`config.mk`:
```
export PLATFORM = sky130hd
export DESIGN_NAME = sifhHistogrammer
export DESIGN_NICKNAME = d
export VERILOG_FILES = /design/src/sifhCtrlPkg.sv /design/src/sifhDataPkg.sv /design/src/acqSequencer.sv /design/src/histogramBank.sv /design/src/peakTracker.sv /design/src/sampleFilter.sv /design/src/sifhHistogrammer.sv /design/src/windowCalc.sv
export VERILOG_INCLUDE_DIRS = /design/src
export SDC_FILE = /design/constraint.sdc
export NUM_CORES = 1
export LEC_CHECK = 0
export BUFFER_PORTS_ARGS = -buffer_cell sky130_fd_sc_hd__buf_2
export CORE_MARGIN = 2
export CORE_UTILIZATION = 45
export DETAILED_ROUTE_END_ITERATION = 16
export PLACE_DENSITY = 0.58
export SYNTH_ARGS = -nofsm -noshare
export SYNTH_HDL_FRONTEND = slang
export SYNTH_SLANG_ARGS = --single-unit
```
`constraint.sdc`:
```
create_clock -name clk -period 15.4 [get_ports clk]
set_input_delay 2.31 -clock clk [delete_from_list [all_inputs] [get_ports clk]]
set_output_delay 2.31 -clock clk [all_outputs]
set_load 0.03 [all_outputs]
```
`src/sifhDefines.svh`:
```
// Build-time sizes of the peak finder
// NB must stay below NP
// PEAK_MAX must be wide enough for DATA_NUM*ACQ_NUM hits in one bin
// Changing NP or NB changes both the coarse bins and the fine window
`ifndef SIFH_DEFINES_SVH
`define SIFH_DEFINES_SVH

// ****************************************
// Sample and bin geometry
// ****************************************
`define NP 8                  // Sample width
`define NB 4                  // Bin address width
`define BIN_NUM_PER_HIS (1 << `NB)   // Bins per pixel histogram

// ****************************************
// Acquisition shape
// ****************************************
`define DATA_NUM 4            // Samples per pixel per acquisition
`define PIXEL_NUM 2           // Pixels in the array
`define ACQ_NUM 3             // Acquisitions per pass

// Bin counter width
`define PEAK_MAX 8

`endif

```
`src/sifhCtrlPkg.sv`:
```
// Control types for the two-pass sequence
// COARSE is the state after reset

package sifhCtrlPkg;

    // Which histogram pass is running
    typedef enum logic {
        COARSE = 1'b0,  // Top NB bits of every sample
        FINE   = 1'b1   // Full resolution inside the window
    } passT;

endpackage

```
`src/sifhDataPkg.sv`:
```
// Datapath types shared by the histogram blocks
// All widths come from the defines header
`include "sifhDefines.svh"

package sifhDataPkg;

    // Pixel index width, never below one bit
    localparam int PIXEL_W = (`PIXEL_NUM > 1) ? $clog2(`PIXEL_NUM) : 1;

    typedef logic [`NP-1:0]       sampleT;  // Raw sample or final result
    typedef logic [`NB-1:0]       binT;     // Bin inside one histogram
    typedef logic [`PEAK_MAX-1:0] countT;   // Hits in one bin
    typedef logic [PIXEL_W-1:0]   pixelT;   // Pixel index

endpackage

```
`src/acqSequencer.sv`:
```
// Tracks the fixed sample order: samples, then pixels, then acquisitions
// Samples must arrive in order with no gaps inside the count
// wrEn must stay low for 4 cycles after the last sample of a pass
`timescale 1ns/100ps
`include "sifhDefines.svh"

module acqSequencer (
    input  logic               clk,
    input  logic               combin_res,
    input  logic               wrEn,
    output sifhCtrlPkg::passT  pass,
    output sifhDataPkg::pixelT pixel,
    output logic               passEnd,
    output logic               histClear
);
    import sifhDataPkg::*;
    import sifhCtrlPkg::*;

    localparam int SAMPLE_W = (`DATA_NUM > 1) ? $clog2(`DATA_NUM) : 1;
    localparam int ACQ_W    = (`ACQ_NUM > 1) ? $clog2(`ACQ_NUM) : 1;

    logic [SAMPLE_W-1:0] sampleCnt;   // Sample within pixel
    logic [ACQ_W-1:0]    acqCnt;      // Acquisition within pass
    logic                pixelDone;   // Last sample of this pixel
    logic                acqDone;     // Last sample of this acquisition
    logic                lastSample;  // Last sample of the pass
    logic                endD1;       // End event, one cycle late

    assign pixelDone  = (sampleCnt == SAMPLE_W'(`DATA_NUM - 1));
    assign acqDone    = pixelDone && (pixel == pixelT'(`PIXEL_NUM - 1));
    assign lastSample = wrEn && acqDone && (acqCnt == ACQ_W'(`ACQ_NUM - 1));

    // ****************************************
    // Position counters
    // ****************************************
    always_ff @(posedge clk or negedge combin_res) begin
        if (!combin_res) begin
            sampleCnt <= '0;
            pixel     <= '0;
            acqCnt    <= '0;
        end else if (wrEn) begin
            if (!pixelDone) begin
                sampleCnt <= sampleCnt + 1'b1;
            end else begin
                sampleCnt <= '0;
                if (!acqDone) begin
                    pixel <= pixel + 1'b1;   // Next pixel
                end else begin
                    pixel <= '0;
                    if (acqCnt == ACQ_W'(`ACQ_NUM - 1)) begin
                        acqCnt <= '0;        // Pass complete
                    end else begin
                        acqCnt <= acqCnt + 1'b1;
                    end
                end
            end
        end
    end

    // Pass toggle and end-of-pass pipeline
    always_ff @(posedge clk or negedge combin_res) begin
        if (!combin_res) begin
            pass      <= COARSE;
            endD1     <= 1'b0;
            passEnd   <= 1'b0;
            histClear <= 1'b0;
        end else begin
            if (lastSample) begin
                pass <= (pass == COARSE) ? FINE : COARSE;
            end
            endD1     <= lastSample;
            passEnd   <= endD1;     // Peaks have settled by now
            histClear <= passEnd;   // After windowCalc has sampled the peaks
        end
    end

endmodule

```
`src/histogramBank.sv`:
```
// Register-array histograms, one per pixel, pixel-major addressing
// Valid bits give a single-cycle clear at the end of a pass
// Counts wrap if PEAK_MAX is too narrow for the pass length
// Output fields hold their last value while cntValid is low
`timescale 1ns/100ps
`include "sifhDefines.svh"

module histogramBank (
    input  logic               clk,
    input  logic               combin_res,
    input  logic               wrEn,
    input  logic               binHit,
    input  sifhDataPkg::binT   bin,
    input  sifhDataPkg::pixelT pixel,
    input  logic               histClear,
    output logic               cntValid,
    output sifhDataPkg::pixelT cntPixel,
    output sifhDataPkg::binT   cntBin,
    output sifhDataPkg::countT cntValue
);
    import sifhDataPkg::*;

    localparam int ENTRY_NUM = `PIXEL_NUM * `BIN_NUM_PER_HIS;
    localparam int ADDR_W    = $bits(pixelT) + `NB;

    countT                binCount [ENTRY_NUM];  // Count storage
    logic [ENTRY_NUM-1:0] binValid;              // Entry written during this pass
    logic [ADDR_W-1:0]    addr;
    countT                nextCount;
    logic                 doInc;                 // Accepted sample

    assign addr  = {pixel, bin};   // pixel*BIN_NUM_PER_HIS + bin
    assign doInc = wrEn && binHit;

    // Stale entries restart at one
    assign nextCount = binValid[addr] ? binCount[addr] + 1'b1 : countT'(1);

    // ****************************************
    // Read-modify-write
    // ****************************************
    always_ff @(posedge clk) begin
        if (doInc) begin
            binCount[addr] <= nextCount;
        end
    end

    always_ff @(posedge clk or negedge combin_res) begin
        if (!combin_res) begin
            binValid <= '0;
        end else if (histClear) begin
            binValid <= '0;          // Whole bank empty in one cycle
        end else if (doInc) begin
            binValid[addr] <= 1'b1;
        end
    end

    // ****************************************
    // Registered count for the peak tracker
    // ****************************************
    always_ff @(posedge clk or negedge combin_res) begin
        if (!combin_res) begin
            cntValid <= 1'b0;
        end else begin
            cntValid <= doInc;       // One cycle after the hit
        end
    end

    always_ff @(posedge clk) begin
        if (doInc) begin
            cntPixel <= pixel;
            cntBin   <= bin;
            cntValue <= nextCount;   // Same value just written back
        end
    end

endmodule

```
`src/peakTracker.sv`:
```
// Running per-pixel maximum over the counts from the histogram bank
// Strictly greater wins, so a tie keeps the bin that got there first
// Final peaks are stable the cycle after the last count arrives
`timescale 1ns/100ps
`include "sifhDefines.svh"

module peakTracker (
    input  logic                      clk,
    input  logic                      combin_res,
    input  logic                      histClear,
    input  logic                      cntValid,
    input  sifhDataPkg::pixelT        cntPixel,
    input  sifhDataPkg::binT          cntBin,
    input  sifhDataPkg::countT        cntValue,
    output logic [`PIXEL_NUM*`NB-1:0] peakBin
);
    import sifhDataPkg::*;

    countT runMax [`PIXEL_NUM];   // Highest count so far
    binT   runBin [`PIXEL_NUM];   // Bin that produced it

    always_ff @(posedge clk or negedge combin_res) begin
        if (!combin_res) begin
            for (int p = 0; p < `PIXEL_NUM; p++) begin
                runMax[p] <= '0;
                runBin[p] <= '0;
            end
        end else if (histClear) begin
            // New pass starts from an empty maximum
            for (int p = 0; p < `PIXEL_NUM; p++) begin
                runMax[p] <= '0;
                runBin[p] <= '0;
            end
        end else if (cntValid && (cntValue > runMax[cntPixel])) begin
            runMax[cntPixel] <= cntValue;
            runBin[cntPixel] <= cntBin;    // Only on a strict increase
        end
    end

    // Flatten, pixel 0 in the low bits
    for (genvar p = 0; p < `PIXEL_NUM; p++) begin : gPeak
        assign peakBin[p*`NB +: `NB] = runBin[p];
    end

endmodule

```
`src/sampleFilter.sv`:
```
// Combinational bin mapping for the current pass
// Fine-pass windows are only meaningful after a coarse pass has closed
// bin is don't-care whenever binHit is low
`timescale 1ns/100ps
`include "sifhDefines.svh"

module sampleFilter (
    input  sifhCtrlPkg::passT         pass,
    input  sifhDataPkg::pixelT        pixel,
    input  sifhDataPkg::sampleT       data,
    input  logic [`PIXEL_NUM*`NP-1:0] windowLow,
    output logic                      binHit,
    output sifhDataPkg::binT          bin
);
    import sifhDataPkg::*;
    import sifhCtrlPkg::*;

    sampleT lowEdge;    // Window of the pixel now being sampled
    sampleT highEdge;   // Inclusive top of the window
    sampleT offset;     // Sample relative to the low edge

    assign lowEdge  = windowLow[pixel*`NP +: `NP];
    assign highEdge = lowEdge + sampleT'(`BIN_NUM_PER_HIS - 1);  // Never wraps, low edge is clamped
    assign offset   = data - lowEdge;

    // Pass dependent mapping
    always_comb begin
        if (pass == COARSE) begin
            binHit = 1'b1;                 // Every sample counts
            bin    = data[`NP-1 -: `NB];   // Top NB bits
        end else begin
            // Drop anything outside the window
            binHit = (data >= lowEdge) && (data <= highEdge);
            bin    = offset[`NB-1:0];      // Upper bits are zero when inside
        end
    end

endmodule

```
`src/sifhHistogrammer.sv`:
```
// Two-pass histogram peak finder, top level
// One sample per cycle, no back-pressure
// result is valid only while resultValid pulses, pixel 0 in the low bits
`timescale 1ns/100ps
`include "sifhDefines.svh"

module sifhHistogrammer (
    input  logic                      clk,
    input  logic                      combin_res,
    input  logic                      wrEn,
    input  sifhDataPkg::sampleT       data,
    output logic [`PIXEL_NUM*`NP-1:0] result,
    output logic                      resultValid
);
    import sifhDataPkg::*;
    import sifhCtrlPkg::*;

    passT                      pass;        // Current pass
    pixelT                     pixel;       // Pixel of the incoming sample
    logic                      passEnd;
    logic                      histClear;
    logic                      binHit;      // Sample accepted by the filter
    binT                       bin;
    logic                      cntValid;    // Updated count available
    pixelT                     cntPixel;
    binT                       cntBin;
    countT                     cntValue;
    logic [`PIXEL_NUM*`NB-1:0] peakBin;
    logic [`PIXEL_NUM*`NP-1:0] windowLow;

    acqSequencer uSeq (
        .clk        (clk),
        .combin_res (combin_res),
        .wrEn       (wrEn),
        .pass       (pass),
        .pixel      (pixel),
        .passEnd    (passEnd),
        .histClear  (histClear)
    );

    sampleFilter uFilter (
        .pass      (pass),
        .pixel     (pixel),
        .data      (data),
        .windowLow (windowLow),
        .binHit    (binHit),
        .bin       (bin)
    );

    histogramBank uHist (
        .clk        (clk),
        .combin_res (combin_res),
        .wrEn       (wrEn),
        .binHit     (binHit),
        .bin        (bin),
        .pixel      (pixel),
        .histClear  (histClear),
        .cntValid   (cntValid),
        .cntPixel   (cntPixel),
        .cntBin     (cntBin),
        .cntValue   (cntValue)
    );

    peakTracker uPeak (
        .clk        (clk),
        .combin_res (combin_res),
        .histClear  (histClear),
        .cntValid   (cntValid),
        .cntPixel   (cntPixel),
        .cntBin     (cntBin),
        .cntValue   (cntValue),
        .peakBin    (peakBin)
    );

    windowCalc uCalc (
        .clk         (clk),
        .combin_res  (combin_res),
        .pass        (pass),
        .passEnd     (passEnd),
        .peakBin     (peakBin),
        .windowLow   (windowLow),
        .result      (result),
        .resultValid (resultValid)
    );

endmodule

```
`src/windowCalc.sv`:
```
// Window and result arithmetic at the end of each pass
// pass has already toggled when passEnd arrives
// FINE here means the coarse pass just closed, and the reverse
// result holds its value until the next fine pass closes
`timescale 1ns/100ps
`include "sifhDefines.svh"

module windowCalc (
    input  logic                      clk,
    input  logic                      combin_res,
    input  sifhCtrlPkg::passT         pass,
    input  logic                      passEnd,
    input  logic [`PIXEL_NUM*`NB-1:0] peakBin,
    output logic [`PIXEL_NUM*`NP-1:0] windowLow,
    output logic [`PIXEL_NUM*`NP-1:0] result,
    output logic                      resultValid
);
    import sifhDataPkg::*;
    import sifhCtrlPkg::*;

    localparam sampleT HALF_WIN = sampleT'(`BIN_NUM_PER_HIS / 2);
    localparam sampleT MAX_LOW  = sampleT'((1 << `NP) - `BIN_NUM_PER_HIS);

    logic [`PIXEL_NUM*`NP-1:0] lowNext;   // Clamped edges from coarse peaks
    logic [`PIXEL_NUM*`NP-1:0] resNext;   // Fine peaks back in sample units

    // ****************************************
    // Per-pixel arithmetic
    // ****************************************
    for (genvar p = 0; p < `PIXEL_NUM; p++) begin : gPix
        sampleT centre;
        sampleT rawLow;

        // Coarse bin scaled back to a sample value
        assign centre = {peakBin[p*`NB +: `NB], {(`NP - `NB){1'b0}}};
        assign rawLow = (centre < HALF_WIN) ? '0 : centre - HALF_WIN;   // Clamp at 0
        assign lowNext[p*`NP +: `NP] = (rawLow > MAX_LOW) ? MAX_LOW : rawLow;
        assign resNext[p*`NP +: `NP] = sampleT'(peakBin[p*`NB +: `NB])
                                       + windowLow[p*`NP +: `NP];
    end

    // ****************************************
    // End-of-pass registers
    // ****************************************
    always_ff @(posedge clk or negedge combin_res) begin
        if (!combin_res) begin
            windowLow   <= '0;
            result      <= '0;
            resultValid <= 1'b0;
        end else begin
            resultValid <= 1'b0;              // Single-cycle pulse
            if (passEnd && (pass == FINE)) begin
                windowLow <= lowNext;         // Windows for the fine pass
            end
            if (passEnd && (pass == COARSE)) begin
                result      <= resNext;       // All pixels at once
                resultValid <= 1'b1;
            end
        end
    end

endmodule
```
### Word level (Yosys, flattened, before mapping)

Memory sizes are Yosys's and may differ from the RTL's.
Index checks and enable logic that the tools add are counted.
W data, S select, Z words.

* $add $sub $neg: 10
* magnitude comparators: 11
* equal/unequal tests: 2
* shift-type cells: 1
* mux-type cells: 33
* bitwise logic cells: 3
* reductions and logical operators: 14

Operator list (count)
* $mux W8: 11
* $mux W32: 2
* $mux W16: 2
* $or A32 B32 Y32: 1
* $add A4 B8 Y8: 2
* $bwmux W16: 1
* $gt A8 B8 Y1 const B: 2
* $lt A8 B4 Y1 const B: 2
* $shiftx A16 B5 Y8: 1
* $sub A8 B4 Y8 const B: 2
* $logic_and A1 B1 Y1: 10
* $add A8 B1 Y8 const B: 1
* $add A8 B4 Y8 const B: 1
* $bwmux W8: 1
* $demux W8 S1: 1
* $ge A8 B8 Y1: 1
* $gt A8 B8 Y1: 1
* $le A8 B8 Y1: 1
* $mux W1: 8
* $mux W4: 2
* $lt A5 B6 Y1 const B: 1
* $bmux W1 S5: 1
* $demux W1 S5: 1
* $ge A5 B1 Y1 const B: 1
* 13 further kinds: 17

* register bits: 112
* memory bits (writable): 256
* bits of input ports: 11
* output and inout port bits: 17
* word-level logic and storage cells: 94
* memories: 1

Memories
* uHist.binCount: words 32, bits a word 8, read ports 1, clocked after Yosys merged registers in 0, wr ports 1, RTL line histogramBank.sv:26 `countT binCount [ENTRY_NUM];`

### Longest topological paths before layout

* depth after elaboration: 10
* mapped depth: 18
* mapped depth without buffers: 13

### Hierarchy

Synthesis repeated with hierarchy kept, for this count alone.

* cell total of the unflattened synthesis: 1062
* area total of the unflattened synthesis: 15919.0 sq um

Modules (own cells, without submodules)
* histogramBank: instances 1, cells each 708, area each 12051.6 sq um
* windowCalc: instances 1, cells each 127, area each 1432.6 sq um
* peakTracker: instances 1, cells each 127, area each 1426.4 sq um
* sampleFilter: instances 1, cells each 77, area each 658.1 sq um
* acqSequencer: instances 1, cells each 23, area each 350.3 sq um

### Worst setup path before layout

No wires, ideal clock.

* path type: input-to-reg
* from: in data[3]
* to: mem uHist.binCount[0][5] in the netlist's numbering, data pin
* library setup time: 469 ps
* arrival time: 6062 ps
* data required time: 14931 ps
* slack: 8870 ps
* stages: 11
* buffers on the path: 2
* cells stage by stage: ha_1 clkbuf_1 nor3b_1 o21ai_0 clkbuf_1 a2111oi_0 or4_1 a211oi_1 and2_1 a21oi_1 nor3b_1

* longest elaborated chain between the ends: 5
* elaborated cells between the ends (all ways): 7
* classes of those cells: add/sub: 2; mux: 4; memory: 1

RTL lines
* from (decl): RTL line sifhHistogrammer.sv:11 `input sifhDataPkg::sampleT data,`
* $sub A4 B4 Y4 *: RTL line sampleFilter.sv:24 `assign offset = data - lowEdge;`
* $mux W4 *: RTL line sampleFilter.sv:28 `if (pass == COARSE) begin`
* $mem_v2 Z32 W8 / $bmux W1 S5 (equally long branches)
* $add A8 B1 Y8 / $mux W1 (equally long branches): RTL line histogramBank.sv:36 `assign nextCount = binValid[addr] ? binCount[addr] + 1'b1 : countT'(1);`
* $mux W8 *: RTL line histogramBank.sv:36
* net uHist.nextCount[5]: RTL line histogramBank.sv:29 `countT nextCount;`
* to (decl): RTL line histogramBank.sv:26

The timed path passes the listed nets; every way through them passes the cells marked *. The select of a mux whose other input is x is not followed.

### Worst setup path in the final report

* from: in data[4]
* to: mem uHist.binCount[8][6] in the netlist's numbering, data pin

* longest elaborated chain between the ends: 4
* elaborated cells between the ends (all ways): 6
* classes of those cells: add/sub: 1; mux: 4; memory: 1

RTL lines (RTL line)
* $mux W4 *: sampleFilter.sv:28
* $mem_v2 Z32 W8 / $bmux W1 S5 (equally long branches)
* $add A8 B1 Y8 / $mux W1 (equally long branches): histogramBank.sv:36
* $mux W8 *: histogramBank.sv:36
* net uHist.nextCount[6]: histogramBank.sv:29

Marks and branches as above.

==> flow_metrics.tcl <==
set metrics [dict create \
    cp-start-kind "primary input" \
    setup_tns_ns 0 \
    syn_area_sq_um 15600 \
    r2r_slack_ns 9.97 \
    grt_pass1_vias 9402 \
    critPathTopFamily "simple AND/OR/NAND/NOR gates" \
    synth_ff_type "edfxtp_1" \
    wl_per_cell_microns 25.1 \
    synth_top_area_frac 0.517 \
    place_ws_ns 8.26 \
    setup_viol 0 \
    grt_use_total 0.226 \
    cts_setup_buffers 0 \
    ir_worst_vdd_v 0.000137 \
    ys_seq_area_frac 0.666 \
    synth_area_per_cell_sq_um 14.4 \
    maxSlewViolCount 0 \
    synth-compound-area-share 0.102 \
    hold_end "uSeq.passEnd" \
    relSlewSlack 0.125 \
    avgViaCountPerCell 5.90 \
    cts-root-buf "clkbuf_16" \
    worstPathMaxFanout 78 \
    vias 9482 \
    clock.fmax_ghz 0.150 \
    synth.net_count 1119 \
    cts_tree "done" \
    cap_violations 0 \
    hold_class "reg2reg" \
    yosysMostFrequentCell "edfxtp_1" \
    synth_warnings 0 \
    synth_top_family_by_area "compound AO/OA/AOI/OAI gates" \
    die_x_microns 190 \
    finalPower_mw 3.68 \
    synth.largest_area_cell "edfxtp_1" \
    syn_to_final_growth_pct 12.9 \
    grt_pass1_wl_mm 60.3 \
    grt-ovfl-total 0 \
    hold_slack_ns 0.351 \
    synthCells 1081 \
    cts.clk_slew.worst_paths_ns 0.06 \
    synthMuxAreaShare 0.0888 \
    r2r_start "uSeq.pixel" \
    rsz0062_at_grt "false" \
    post-route-util 0.513 \
    cts_repair_resize_count 0 \
    cp.required_ns 15.55 \
    crit_arrival_ns 6.83 \
    synth.distinct_cells 71 \
    die_h_microns 190 \
    finalCritPeriodShare 0.433 \
    min_path_cells 0 \
    power_density_nw_per_um2 209 \
    antenna_found_initial 1 \
    path_cells "buf_2, mux2i_4, buf_4, inv_6, mux2i_1, a221oi_1, nor3b_1, nor4_1, ha_1, inv_1, or3b_4, or3_1, a21oi_2" \
    status "finished, final reports clean" \
    power.leakage_nw 6.62 \
    totalWireLength_mm 40.4 \
    end_kind "flop" \
    synth-xor-area-share 0.00785 \
    die_area_sq_um 36200 \
    hold_viol 0 \
    ys_seq_elements 362 \
    row_count 68 \
    drive_gt1_frac 0.161 \
    ctsLongestPathBuffers 3 \
    htreeDepth 2 \
    synth_commonest_cells "edfxtp_1 (269), dfrtp_1 (93), nand2_1 (71)" \
    drt_iter0_markers 865 \
    dr.pass1.iters 5 \
    skew_ns 0.0168 \
    clkLatencyLatePin_ns 0.53 \
    yosys.area_share.simple 0.0814 \
    cts_hold_buffers 0 \
    cp_slowest_cell "a21oi_2" \
    coreArea_sq_um 34400 \
    async_flop_share 0.257 \
    worst_pin_slew_ns 1.31 \
    grt_max_degree 79 \
    detail-route-antenna-nets 0 \
    initial_core_util 0.454 \
    crit_type "in2reg" \
    hp-start "uSeq.endD1" \
    place.gp.congestion 0.871 \
    n_antenna_cell 0 \
    cts_buffers 40 \
    port_buffers 27 \
    pin_count 28 \
    reg2reg_depth 15 \
    finish.net_count 1159 \
    period_minus_slack_ns 6.67 \
    max_stage_delay_ns 0.95 \
    setup_ws_ns 8.73 \
    synth.area.top_cells "edfxtp_1 (52%), dfrtp_1 (15%), mux2i_1 (3.1%)" \
    cp_num_buf_inv 4 \
    reg2reg_to "uHist.binCount[8][6]" \
    clkSinkCount 362 \
    drc_errors 0 \
    synth_edf_count 269 \
    synthAdderAreaFrac 0.0216 \
    hpwl_mm 25.9 \
]
## area by class of cell
| cell class | count | area [sq um] |
|---|---|---|
| Sequential cell | 362 | 10400 |
| Clock inverter | 18 | 199 |
| Inverter | 47 | 181 |
| Multi-Input combinational cell | 608 | 4750 |
| Tap cell | 455 | 569 |
| Fill cell | 2941 | 16700 |
| Timing Repair Buffer | 62 | 400 |
| Clock buffer | 54 | 1130 |
## metal layers
metal / vias to the layer above / global-route usage / wire, microns
met2: 366 / 0.351 / 18700
met5: - / 0 / 0
met3: 93 / 0.0414 / 2650
met1: 4765 / 0.318 / 17500
met4: 0 / 0.0900 / 1540
li1: 4258 / - / -
## where the power goes
group	leakage [nW]	switching, mW	internal [mW]
Sequential	3.55	0.0738	1.51
Combinational	2.41	0.791	0.345
Clock	0.658	0.380	0.580
Total	6.62	1.24	2.44
## per-stage QoR
stage	cells	instance area, sq um
2_1_floorplan	1081	15600
3_3_place_gp	1534	16300
3_5_place_dp	1534	16300
4_1_cts	1606	17600
5_1_grt	1606	17600
6_report	1606	17600
## cells in the final DEF (no fill, tap or decap), drive strengths merged, types with 14 or more instances in the layout
master | synthesis | final
clkbuf | 45 | 54
a22o | 26 | 26
mux4 | 29 | 29
or2 | 14 | 14
a21oi | 25 | 25
inv | 47 | 48
o21bai | 16 | 16
mux2 | 14 | 14
nand2b | 15 | 15
nor2 | 57 | 57
ha | 27 | 27
buf | 19 | 62
dfrtp | 93 | 93
o21ai | 41 | 41
o22ai | 48 | 48
nand2 | 71 | 71
mux2i | 50 | 50
edfxtp | 269 | 269
## worst reg2reg max path, stage by stage, from the launching register on
cell and delay (ns):
dfrtp_1 0.32, buf_4 0.37, mux2i_1 0.40, ha_1 0.45
nor3b_1 0.34, o21ai_0 0.34, buf_4 0.29, a41oi_1 0.18
a21oi_1 0.13, and4_1 0.24, inv_1 0.07, ha_1 0.14
inv_1 0.06, or3b_4 0.40, or3_1 0.38, a21oi_2 0.95
## sequential cells by signal, indices dropped and copies added (netlist names)
| name | cells |
|---|---|
| uHist.binCount | 256 |
| uHist.binValid | 32 |
| uCalc.result | 16 |
| uPeak.runMax | 16 |
| uCalc.windowLow | 10 |
| uHist.cntValue | 8 |
| uPeak.peakBin | 8 |
| uHist.cntBin | 4 |
| uSeq.acqCnt | 2 |
| uSeq.sampleCnt | 2 |
| uCalc.resultValid | 1 |
| uHist.cntPixel | 1 |
| uHist.cntValid | 1 |
| uSeq.endD1 | 1 |
| uSeq.histClear | 1 |
| uSeq.pass | 1 |
| uSeq.passEnd | 1 |
| uSeq.pixel | 1 |
## cells by family after synthesis
| kind of cell | Yosys count |
|---|---|
| adders and majority gates | 27 |
| muxes | 93 |
| DFF | 362 |
| and+or+nand+nor | 247 |
| buffers and inverters | 111 |
| AOI/OAI and AO/OA | 227 |
| xor gates and xnor gates | 14 |
## worst max-delay path by stage
| stage | cells after the start | start | slack, ns | end |
|---|---|---|---|---|
| 2_1_floorplan | 11 | data[3] | 8.87 | uHist.binCount[0][5] |
| 3_3_place_gp | 13 | data[4] | 8.39 | uHist.binCount[8][6] |
| 3_5_place_dp | 13 | data[4] | 8.26 | uHist.binCount[17][6] |
| 4_1_cts | 13 | data[4] | 8.77 | uHist.binCount[23][6] |
| 5_1_grt | 13 | data[4] | 8.42 | uHist.binCount[23][6] |
| 6_report | 13 | data[4] | 8.73 | uHist.binCount[8][6] |
No activity file was read; power rests on OpenSTA's default activity.
